**src/hw/uart_pkg.sv**
```systemverilog
package uart_pkg;

    // Sample ticks per bit period
    localparam int OVERSAMPLE = 16;

    // Defaults taken by the top level parameters
    localparam int DEF_DBIT       = 8;         // Data bits per frame
    localparam int DEF_SB_TICK    = 16;        // One stop bit
    localparam int DEF_DVSR       = 27;        // Clocks per sample tick
    localparam int DEF_FIFO_DEPTH = 4;         // Echo queue entries

    // Receiver FSM
    typedef enum logic [1:0] {
        rx_st_idle  = 2'b00,                   // Waiting for falling edge
        rx_st_start = 2'b01,                   // Validating start bit
        rx_st_data  = 2'b10,                   // Sampling data bits
        rx_st_stop  = 2'b11                    // Checking stop bit
    } rx_state_t;

    // Transmitter FSM
    typedef enum logic [1:0] {
        tx_st_idle  = 2'b00,                   // Line high, waiting for strobe
        tx_st_start = 2'b01,                   // Driving start bit
        tx_st_data  = 2'b10,                   // Shifting data bits out
        tx_st_stop  = 2'b11                    // Holding stop level
    } tx_state_t;

endpackage

```
**src/hw/baud_gen.sv**
```systemverilog
`timescale 1ns/100ps

module baud_gen
#(
    parameter int DVSR = 27                    // Clocks per sample tick
)
(
    input  logic i_clk,                        // System clock
    input  logic i_reset,                      // Async reset, active high
    output logic o_s_tick                      // One-cycle tick at 16x baud
);

    // Counter width from the divisor, at least one bit
    localparam int CW = (DVSR > 1) ? $clog2(DVSR) : 1;
    localparam logic [CW-1:0] RELOAD = CW'(DVSR - 1);

    logic [CW-1:0] cnt_reg;                    // Down counter

    always_ff @(posedge i_clk or posedge i_reset)
    begin
        if (i_reset)
        begin
            cnt_reg <= RELOAD;                 // First tick DVSR clocks after reset
        end
        else if (cnt_reg == '0)
        begin
            cnt_reg <= RELOAD;                 // Wrap
        end
        else
        begin
            cnt_reg <= cnt_reg - 1'b1;         // Count down
        end
    end

    // Tick while counter sits at zero
    assign o_s_tick = (cnt_reg == '0);

endmodule

```
**src/hw/uart_rx.sv**
```systemverilog
`timescale 1ns/100ps

module uart_rx
#(
    parameter int DBIT    = 8,                 // Data bits per frame
    parameter int SB_TICK = 16                 // Ticks for stop bit
)
(
    input  logic            i_clk,             // System clock
    input  logic            i_reset,           // Async reset, active high
    input  logic            i_s_tick,          // Sample tick from baud_gen
    input  logic            i_rx,              // Serial line, async
    output logic [DBIT-1:0] o_data,            // Received byte
    output logic            o_rx_done_tick,    // Good frame pulse
    output logic            o_frame_err_tick   // Stop bit low pulse
);

    // Tick counter must hold both OVERSAMPLE-1 and SB_TICK-1
    localparam int TW = ($clog2(SB_TICK) > 4) ? $clog2(SB_TICK) : 4;
    localparam int NW = (DBIT > 1) ? $clog2(DBIT) : 1;
    localparam logic [TW-1:0] HALF_LAST = TW'(uart_pkg::OVERSAMPLE / 2 - 1);
    localparam logic [TW-1:0] BIT_LAST  = TW'(uart_pkg::OVERSAMPLE - 1);
    localparam logic [TW-1:0] STOP_LAST = TW'(SB_TICK - 1);
    localparam logic [NW-1:0] DBIT_LAST = NW'(DBIT - 1);

    uart_pkg::rx_state_t state_reg, state_next; // FSM state
    logic [TW-1:0]       s_reg, s_next;        // Sample ticks within bit
    logic [NW-1:0]       n_reg, n_next;        // Data bits taken
    logic [DBIT-1:0]     b_reg, b_next;        // Shift register, LSB first
    logic                rx_meta;              // Sync stage 1
    logic                rx_sync;              // Sync stage 2
    logic                rx_prev;              // Delayed for edge detect
    logic                fall;                 // Falling edge on line

    // Two-flop synchronizer plus edge history, idle level is high
    always_ff @(posedge i_clk or posedge i_reset)
    begin
        if (i_reset)
        begin
            rx_meta <= 1'b1;
            rx_sync <= 1'b1;
            rx_prev <= 1'b1;
        end
        else
        begin
            rx_meta <= i_rx;
            rx_sync <= rx_meta;
            rx_prev <= rx_sync;
        end
    end

    // Edge only, so a line held low after a bad stop bit does not restart
    assign fall = rx_prev & ~rx_sync;

    always_ff @(posedge i_clk or posedge i_reset)
    begin
        if (i_reset)
        begin
            state_reg <= uart_pkg::rx_st_idle;
            s_reg     <= '0;
            n_reg     <= '0;
        end
        else
        begin
            state_reg <= state_next;
            s_reg     <= s_next;
            n_reg     <= n_next;
        end
    end

    // Data shift register
    always_ff @(posedge i_clk)
    begin
        b_reg <= b_next;
    end

    always_comb
    begin
        state_next       = state_reg;
        s_next           = s_reg;
        n_next           = n_reg;
        b_next           = b_reg;
        o_rx_done_tick   = 1'b0;
        o_frame_err_tick = 1'b0;
        case (state_reg)
            uart_pkg::rx_st_idle:
            begin
                if (fall)
                begin
                    state_next = uart_pkg::rx_st_start;
                    s_next     = '0;           // Count toward start bit centre
                end
            end
            uart_pkg::rx_st_start:
            begin
                if (i_s_tick)
                begin
                    if (s_reg == HALF_LAST)    // Centre of start bit
                    begin
                        if (!rx_sync)
                        begin
                            state_next = uart_pkg::rx_st_data; // Start bit confirmed
                            s_next     = '0;
                            n_next     = '0;
                        end
                        else
                        begin
                            state_next = uart_pkg::rx_st_idle; // Glitch, drop it
                        end
                    end
                    else
                    begin
                        s_next = s_reg + 1'b1;
                    end
                end
            end
            uart_pkg::rx_st_data:
            begin
                if (i_s_tick)
                begin
                    if (s_reg == BIT_LAST)     // Next bit centre
                    begin
                        s_next = '0;
                        b_next = {rx_sync, b_reg[DBIT-1:1]}; // LSB arrives first
                        if (n_reg == DBIT_LAST)
                            state_next = uart_pkg::rx_st_stop;
                        else
                            n_next = n_reg + 1'b1;
                    end
                    else
                    begin
                        s_next = s_reg + 1'b1;
                    end
                end
            end
            uart_pkg::rx_st_stop:
            begin
                if (i_s_tick)
                begin
                    if (s_reg == STOP_LAST)
                    begin
                        state_next = uart_pkg::rx_st_idle;
                        if (rx_sync)
                            o_rx_done_tick = 1'b1;   // Valid frame
                        else
                            o_frame_err_tick = 1'b1; // Stop bit low, byte dropped
                    end
                    else
                    begin
                        s_next = s_reg + 1'b1;
                    end
                end
            end
            default: state_next = uart_pkg::rx_st_idle;
        endcase
    end

    assign o_data = b_reg;                     // Stable through done pulse

endmodule

```
**src/hw/uart_tx.sv**
```systemverilog
`timescale 1ns/100ps

module uart_tx
#(
    parameter int DBIT    = 8,                 // Data bits per frame
    parameter int SB_TICK = 16                 // Ticks for stop bit
)
(
    input  logic            i_clk,             // System clock
    input  logic            i_reset,           // Async reset, active high
    input  logic            i_tx_start,        // Launch strobe
    input  logic            i_s_tick,          // Sample tick from baud_gen
    input  logic [DBIT-1:0] i_data,            // Byte, latched on strobe
    output logic            o_tx_done_tick,    // End of stop level
    output logic            o_tx               // Serial line
);

    localparam int NW = (DBIT > 1) ? $clog2(DBIT) : 1;
    localparam logic [3:0]    BIT_LAST  = 4'(uart_pkg::OVERSAMPLE - 1);
    localparam logic [3:0]    STOP_LAST = 4'(SB_TICK - 1);
    localparam logic [NW-1:0] DBIT_LAST = NW'(DBIT - 1);

    uart_pkg::tx_state_t state_reg, state_next; // FSM state
    logic [3:0]          s_reg, s_next;        // Ticks within bit
    logic [NW-1:0]       n_reg, n_next;        // Data bits sent
    logic [DBIT-1:0]     b_reg, b_next;        // Shifts right, LSB out
    logic                tx_reg, tx_next;      // Registered line level

    always_ff @(posedge i_clk or posedge i_reset)
    begin
        if (i_reset)
        begin
            state_reg <= uart_pkg::tx_st_idle;
            s_reg     <= '0;
            n_reg     <= '0;
            tx_reg    <= 1'b1;                 // Line idles high
        end
        else
        begin
            state_reg <= state_next;
            s_reg     <= s_next;
            n_reg     <= n_next;
            tx_reg    <= tx_next;
        end
    end

    always_ff @(posedge i_clk)
    begin
        b_reg <= b_next;
    end

    // Level changes are set on the transition so every bit spans whole tick periods
    always_comb
    begin
        state_next     = state_reg;
        s_next         = s_reg;
        n_next         = n_reg;
        b_next         = b_reg;
        tx_next        = tx_reg;
        o_tx_done_tick = 1'b0;
        case (state_reg)
            uart_pkg::tx_st_idle:
            begin
                tx_next = 1'b1;
                if (i_tx_start)
                begin
                    state_next = uart_pkg::tx_st_start;
                    s_next     = '0;
                    b_next     = i_data;       // Capture byte
                    tx_next    = 1'b0;         // Start bit on next clock
                end
            end
            uart_pkg::tx_st_start:
            begin
                if (i_s_tick)
                begin
                    if (s_reg == BIT_LAST)
                    begin
                        state_next = uart_pkg::tx_st_data;
                        s_next     = '0;
                        n_next     = '0;
                        tx_next    = b_reg[0]; // First data bit
                    end
                    else
                    begin
                        s_next = s_reg + 1'b1;
                    end
                end
            end
            uart_pkg::tx_st_data:
            begin
                if (i_s_tick)
                begin
                    if (s_reg == BIT_LAST)
                    begin
                        s_next  = '0;
                        b_next  = b_reg >> 1;
                        tx_next = b_next[0];   // Following bit
                        if (n_reg == DBIT_LAST)
                        begin
                            state_next = uart_pkg::tx_st_stop;
                            tx_next    = 1'b1; // Stop level
                        end
                        else
                        begin
                            n_next = n_reg + 1'b1;
                        end
                    end
                    else
                    begin
                        s_next = s_reg + 1'b1;
                    end
                end
            end
            uart_pkg::tx_st_stop:
            begin
                if (i_s_tick)
                begin
                    if (s_reg == STOP_LAST)
                    begin
                        state_next     = uart_pkg::tx_st_idle;
                        o_tx_done_tick = 1'b1;
                    end
                    else
                    begin
                        s_next = s_reg + 1'b1;
                    end
                end
            end
            default: state_next = uart_pkg::tx_st_idle;
        endcase
    end

    assign o_tx = tx_reg;                      // Straight from flop, no glitches

endmodule

```
**src/hw/echo_fifo.sv**
```systemverilog
`timescale 1ns/100ps

module echo_fifo
#(
    parameter int DBIT       = 8,              // Byte width
    parameter int FIFO_DEPTH = 4               // Entries, power of two
)
(
    input  logic            i_clk,             // System clock
    input  logic            i_reset,           // Async reset, active high
    input  logic            i_rx_done_tick,    // Byte from receiver
    input  logic [DBIT-1:0] i_rx_data,         // Received byte
    input  logic            i_tx_done_tick,    // Transmitter finished frame
    output logic            o_tx_start,        // Launch strobe
    output logic [DBIT-1:0] o_tx_data,         // Head entry
    output logic            o_overrun,         // Byte dropped pulse
    output logic [7:0]      o_overrun_count    // Saturating drop count
);

    localparam int AW = $clog2(FIFO_DEPTH);
    localparam logic [AW:0] DEPTH = (AW + 1)'(FIFO_DEPTH);

    logic [DBIT-1:0] mem [FIFO_DEPTH];         // Circular buffer
    logic [AW:0]     wr_ptr, rd_ptr;           // Extra bit tells full from empty
    logic [AW:0]     fill;                     // Entries held
    logic            empty, full;
    logic            busy_reg;                 // Frame in transmitter
    logic            push, pop, drop;
    logic            overrun_reg;
    logic [7:0]      ovf_cnt;

    assign fill  = wr_ptr - rd_ptr;
    assign empty = (fill == '0);
    assign full  = (fill == DEPTH);
    assign pop   = !empty && !busy_reg;        // Launch one frame at a time
    assign push  = i_rx_done_tick && (!full || pop); // Slot freed by same-cycle pop
    assign drop  = i_rx_done_tick && !push;

    always_ff @(posedge i_clk or posedge i_reset)
    begin
        if (i_reset)
        begin
            wr_ptr      <= '0;
            rd_ptr      <= '0;
            busy_reg    <= 1'b0;
            overrun_reg <= 1'b0;
            ovf_cnt     <= '0;
        end
        else
        begin
            if (push)
                wr_ptr <= wr_ptr + 1'b1;
            if (pop)
                rd_ptr <= rd_ptr + 1'b1;   // Head leaves with the strobe
            if (pop)
                busy_reg <= 1'b1;
            else if (i_tx_done_tick)
                busy_reg <= 1'b0;
            overrun_reg <= drop;
            if (drop && ovf_cnt != 8'hff)
                ovf_cnt <= ovf_cnt + 1'b1; // Stick at 255
        end
    end

    always_ff @(posedge i_clk)
    begin
        if (push)
            mem[wr_ptr[AW-1:0]] <= i_rx_data;
    end

    assign o_tx_start      = pop;
    assign o_tx_data       = mem[rd_ptr[AW-1:0]]; // Transmitter latches on strobe
    assign o_overrun       = overrun_reg;
    assign o_overrun_count = ovf_cnt;

endmodule

```
**src/hw/uart_echo_top.sv**
```systemverilog
`timescale 1ns/100ps

module uart_echo_top
#(
    parameter int DBIT       = uart_pkg::DEF_DBIT,       // Data bits per frame
    parameter int SB_TICK    = uart_pkg::DEF_SB_TICK,    // Stop length in ticks
    parameter int DVSR       = uart_pkg::DEF_DVSR,       // Clocks per tick
    parameter int FIFO_DEPTH = uart_pkg::DEF_FIFO_DEPTH  // Echo queue size
)
(
    input  logic            i_clk,             // System clock
    input  logic            i_reset,           // Async reset, active high
    input  logic            i_rx,              // Serial in
    output logic            o_tx,              // Serial out
    output logic            o_rx_valid,        // Byte received
    output logic            o_frame_err,       // Bad stop bit
    output logic            o_overrun,         // Queue full, byte dropped
    output logic [DBIT-1:0] o_rx_data,         // Received byte
    output logic [7:0]      o_overrun_count    // Drops so far
);

    logic            s_tick;                   // Shared sample tick
    logic [DBIT-1:0] rx_data;
    logic            rx_done_tick;
    logic            frame_err_tick;
    logic            tx_start;
    logic [DBIT-1:0] tx_data;
    logic            tx_done_tick;

    baud_gen #(.DVSR(DVSR)) u_baud_gen (
        .i_clk    (i_clk),
        .i_reset  (i_reset),
        .o_s_tick (s_tick)
    );

    uart_rx #(.DBIT(DBIT), .SB_TICK(SB_TICK)) u_uart_rx (
        .i_clk            (i_clk),
        .i_reset          (i_reset),
        .i_s_tick         (s_tick),
        .i_rx             (i_rx),
        .o_data           (rx_data),
        .o_rx_done_tick   (rx_done_tick),
        .o_frame_err_tick (frame_err_tick)
    );

    echo_fifo #(.DBIT(DBIT), .FIFO_DEPTH(FIFO_DEPTH)) u_echo_fifo (
        .i_clk           (i_clk),
        .i_reset         (i_reset),
        .i_rx_done_tick  (rx_done_tick),
        .i_rx_data       (rx_data),
        .i_tx_done_tick  (tx_done_tick),
        .o_tx_start      (tx_start),
        .o_tx_data       (tx_data),
        .o_overrun       (o_overrun),
        .o_overrun_count (o_overrun_count)
    );

    uart_tx #(.DBIT(DBIT), .SB_TICK(SB_TICK)) u_uart_tx (
        .i_clk          (i_clk),
        .i_reset        (i_reset),
        .i_tx_start     (tx_start),
        .i_s_tick       (s_tick),
        .i_data         (tx_data),
        .o_tx_done_tick (tx_done_tick),
        .o_tx           (o_tx)
    );

    // Receiver results mirrored outside
    assign o_rx_valid  = rx_done_tick;
    assign o_rx_data   = rx_data;
    assign o_frame_err = frame_err_tick;

endmodule

```
**config.mk**
```make
export PLATFORM = sky130hd
export DESIGN_NAME = uart_echo_top
export DESIGN_NICKNAME = d
export VERILOG_FILES = /design/src/hw/uart_pkg.sv /design/src/hw/baud_gen.sv /design/src/hw/uart_rx.sv /design/src/hw/uart_tx.sv /design/src/hw/echo_fifo.sv /design/src/hw/uart_echo_top.sv
export SDC_FILE = /design/constraint.sdc
export NUM_CORES = 1
export LEC_CHECK = 0
export BUFFER_PORTS_ARGS = -buffer_cell sky130_fd_sc_hd__buf_2
export CAP_MARGIN = 20
export CORE_MARGIN = 1.5
export CORE_UTILIZATION = 45
export CTS_CLUSTER_DIAMETER = 40
export DETAILED_ROUTE_END_ITERATION = 10
export HOLD_SLACK_MARGIN = 0.08
export PLACE_DENSITY = 0.72
export SETUP_SLACK_MARGIN = 0.4
export SYNTH_ARGS = -nofsm -noshare
export SYNTH_HDL_FRONTEND = slang
export SYNTH_SLANG_ARGS = --single-unit
```
**constraint.sdc**
```tcl
create_clock -name i_clk -period 3.6 [get_ports i_clk]
set_input_delay 0.54 -clock i_clk [delete_from_list [all_inputs] [get_ports i_clk]]
set_output_delay 0.54 -clock i_clk [all_outputs]
set_load 0.005 [all_outputs]
```
==> results.md <==
* Outcome: finished, final reports clean
* Clock period minus worst slack at 2790 ps
* Layout overhead on the synthesized area at 10.1%
* Dpl hpwl at between 5 and 6 mm
* TritonCTS Buffers at 9
* Via total after detailed routing at about 2500
* Number of nets produced by synthesis at 349
* Internal Power at between 1000 and 1500 uW
* Category of the worst setup path launch point: flip-flop
* Flop and latch count out of synthesis at just over 90
* Gate count of the mapped netlist at roughly 330
* Max incr delay on CP at 580 ps
* Count of cells resized by post-cts repair at 0
* Pwr Density at a little over 400 nW/um^2
* Maximum number of pins on one net before global-route repair at 44
* Sum of negative setup slack at 0 ps
* Combined area of the multi-input logic cells at 1610 um^2
* Primary flip-flop cell chosen by synthesis mapping: sky130_fd_sc_hd__edfxtp_1
* Clk pwr share at 35.2%
* Endpoints failing setup at 0
* Drt drc at 0
* Total GRT Usage at ~15%
* R2R setup slack at roughly 810 ps
* Worst setup timing slack at the placement stage at about 830 ps
* Fraction of registers with async set/reset at between 40% and 50%
* Final hold violations at 0
* Count of fill cells added during filler insertion at 775
* Initial antenna violation count at 0
* Cell with the most instances after synthesis: sky130_fd_sc_hd__edfxtp_1
* Area occupied by registers at ~2500 um^2
* Avg Cell Area, Syn at roughly 13 um^2
* Static leakage power at 0.00190 uW
* Bufs and invs on worst path at 2
* Clock H-tree levels at 3
* Top-Level Pins at 23
* Die footprint at 10000 um^2
* Proportion of synthesized chip area in sequential cells at 59.6%
* Cell with the biggest individual delay on the critical path: sky130_fd_sc_hd__dfrtp_1
* Site row count at 35
* Biggest fanout along the worst timing path at 10
* Vias in the first global route at around 2500
* Top cells by instance count after synthesis: 48 x sky130_fd_sc_hd__edfxtp_1, 36 x sky130_fd_sc_hd__dfrtp_1, 27 x sky130_fd_sc_hd__nand2_1
* Starting density of the core at between 40% and 50%
* Area inside the core boundary at approximately 9200 um^2
* Synth cell types at 54
* Total congestion overflow at 0
* Initial DRC Count at about 80
* Weighted congestion reported at the end of routability-driven placement at about 0.82
* Count of TritonRoute iterations in the first routing pass at 4
* Max-capacitance violation count at 0
* Area share of the leading cell type in the synthesized netlist at about a third
* Net Sw Frac at between 20% and 30%
* Die X at approximately 100 um
* Net load switching power at ~500 uW
* Peak clock frequency supported by timing at between 0.3 and 0.4 GHz
* Clock tree buffer depth at 2
* Die extent in y at ~100 um
* Clock Pin Slew Worst Setup and Hold Paths at 90 ps
* Buffers inserted during post-CTS setup optimization at 0
* Clock network latency to the later pin of the worst-skew pair at approximately 370 ps
* Type of destination of the critical path: flip-flop
* Worst setup margin at 808 ps
* Largest area contributor in the netlist: sky130_fd_sc_hd__edfxtp_1
* Antenna-violating nets left at 0
* Count of flip-flops with a built-in enable after synthesis at 48
* First-pass GRT wire length at between 10 and 15 mm
* Worst Setup Path Type: flip-flop to flip-flop
* Area of the mapped netlist at 4240 um^2
* Number of antenna cells inserted at 0
* Yosys warnings at 0
* Fin crit share at between 70 and 80%
* Layout Skew at 12.0 ps
* Total of hold buffers inserted after clock tree synthesis at 0
* Fin. max-slew vios at 0
* NumNets Final at 377
* Part of the total power dissipated in combinational logic at between 5 and 6%
* Worst VDD drop at roughly 0.16 mV
* Max reg flops at 32
* Final cell utilization of the core at about half
* Total power at slightly below 2000 uW
* Reg power frac at between 50% and 60%
* Transition time of the tightest slew-check pin at between 700 and 800 ps
* Routed length per placed instance at roughly 15 um
* Cell family with most CP delay: simple AND/OR/NAND/NOR gates
* Total detailed-routing wirelength at 7.06 mm
* Number of vias per cell after detailed routing at around 5.4
* Share of post-route cells with drive strength above 1 at a little over a fifth
* Slew headroom at 49.4%
* Cell-by-cell listing of the critical path: inv_1 > ha_1 > and2b_1 > or3_1 > a311oi_1 > buf_4 > and2_1
* CP Data Arrival Time at around 2800 ps
* CTS tree: yes
* Largest cells by area after synthesis: sky130_fd_sc_hd__edfxtp_1 34%, sky130_fd_sc_hd__dfrtp_1 21%, sky130_fd_sc_hd__ha_1 6.2%, sky130_fd_sc_hd__dfstp_2 4.3%, sky130_fd_sc_hd__mux4_2 4.2%
* Count of port buffers added during placement at 22
* Root Buffer Master: sky130_fd_sc_hd__clkbuf_8
* Min-Delay Path Class: input port to flip-flop
* Setup repair after global routing missed its margin: false
* TritonCTS Sinks at 91
* WP data required at ~3600 ps
routing by layer:
metal,routed length [um],vias up,GRT usage (%)
met5,0,-,0
met4,107,0,6.18
met3,184,10,3.34
met2,3260,33,23.4
met1,3510,1254,21.6
li1,-,1251,-
cell families after synthesis:
family                     synth area share (%)
xor gates and xnor gates                   2.48
buffers and inverters                      2.48
DFF                                        59.6
adders and majority gates                  6.20
AOI/OAI and AO/OA                          8.38
and+or+nand+nor                            12.2
muxes                                      8.68
stage by stage:
step | area (um^2) | hold WS (ps) | cells
floorplan | 4240 | 345 | 325
global placement | 4470 | 347 | 453
detailed placement | 4470 | 349 | 453
CTS | 4670 | 254 | 469
global route | 4670 | 255 | 469
finish | 4670 | 273 | 469
worst paths after layout:
path | start | endpoint | depth (start not counted)
setup / recovery | u_echo_fifo.rd_ptr[1] | u_echo_fifo.mem[3][6] | 7
hold / removal | i_rx | u_uart_rx.rx_meta | 1
setup reg to reg | u_echo_fifo.rd_ptr[1] | u_echo_fifo.mem[3][6] | 7
hold reg to reg | u_uart_rx.rx_meta | u_uart_rx.rx_sync | 0
max in group asynchronous | i_reset | u_uart_rx.rx_prev | 3
min in group asynchronous | i_reset | u_uart_tx.s_reg[1] | 3
power by group through the flow:
stage | sequential, uW | clock [uW] | combinational [uW]
global placement | 1160 | 0 | 109
global route | 1150 | 739 | 126
floorplan | 1150 | 0 | 99.7
CTS | 1140 | 700 | 111
detailed placement | 1160 | 0 | 111
finish | 1140 | 679 | 111
cell type report:
cell class | count | area share (%)
clock buffer | 9 | 2.65
clock inverter | 7 | 1.64
inverter | 16 | 1.29
multi-input combinational | 210 | 34.5
sequential | 91 | 54.1
tap | 111 | 2.98
timing repair buffer | 25 | 2.84
layout by cell type (no fill, tap or decap), drive strengths merged, types with 2 or more instances in the layout:
cell,Yosys,final
nor2b,4,4
o22ai,2,2
nand3,11,11
mux4,8,8
xor2,5,5
or3,3,3
and3,3,3
o21a,2,2
o21ai,18,18
mux2,14,14
nand4,3,3
inv,16,20
xnor2,7,7
buf,2,25
nand2b,5,5
clkbuf,6,9
a311oi,2,2
nor2,22,22
dfrtp,36,36
dfstp,7,7
o21ba,2,2
o2bb2ai,2,2
nand2,27,27
clkinv,0,3
o31ai,2,2
nor3,8,8
mux2i,3,3
a21oi,9,9
a32o,2,2
and2,4,4
edfxtp,48,48
a22o,2,2
ha,21,21
(Power assumes the default switching activity.)
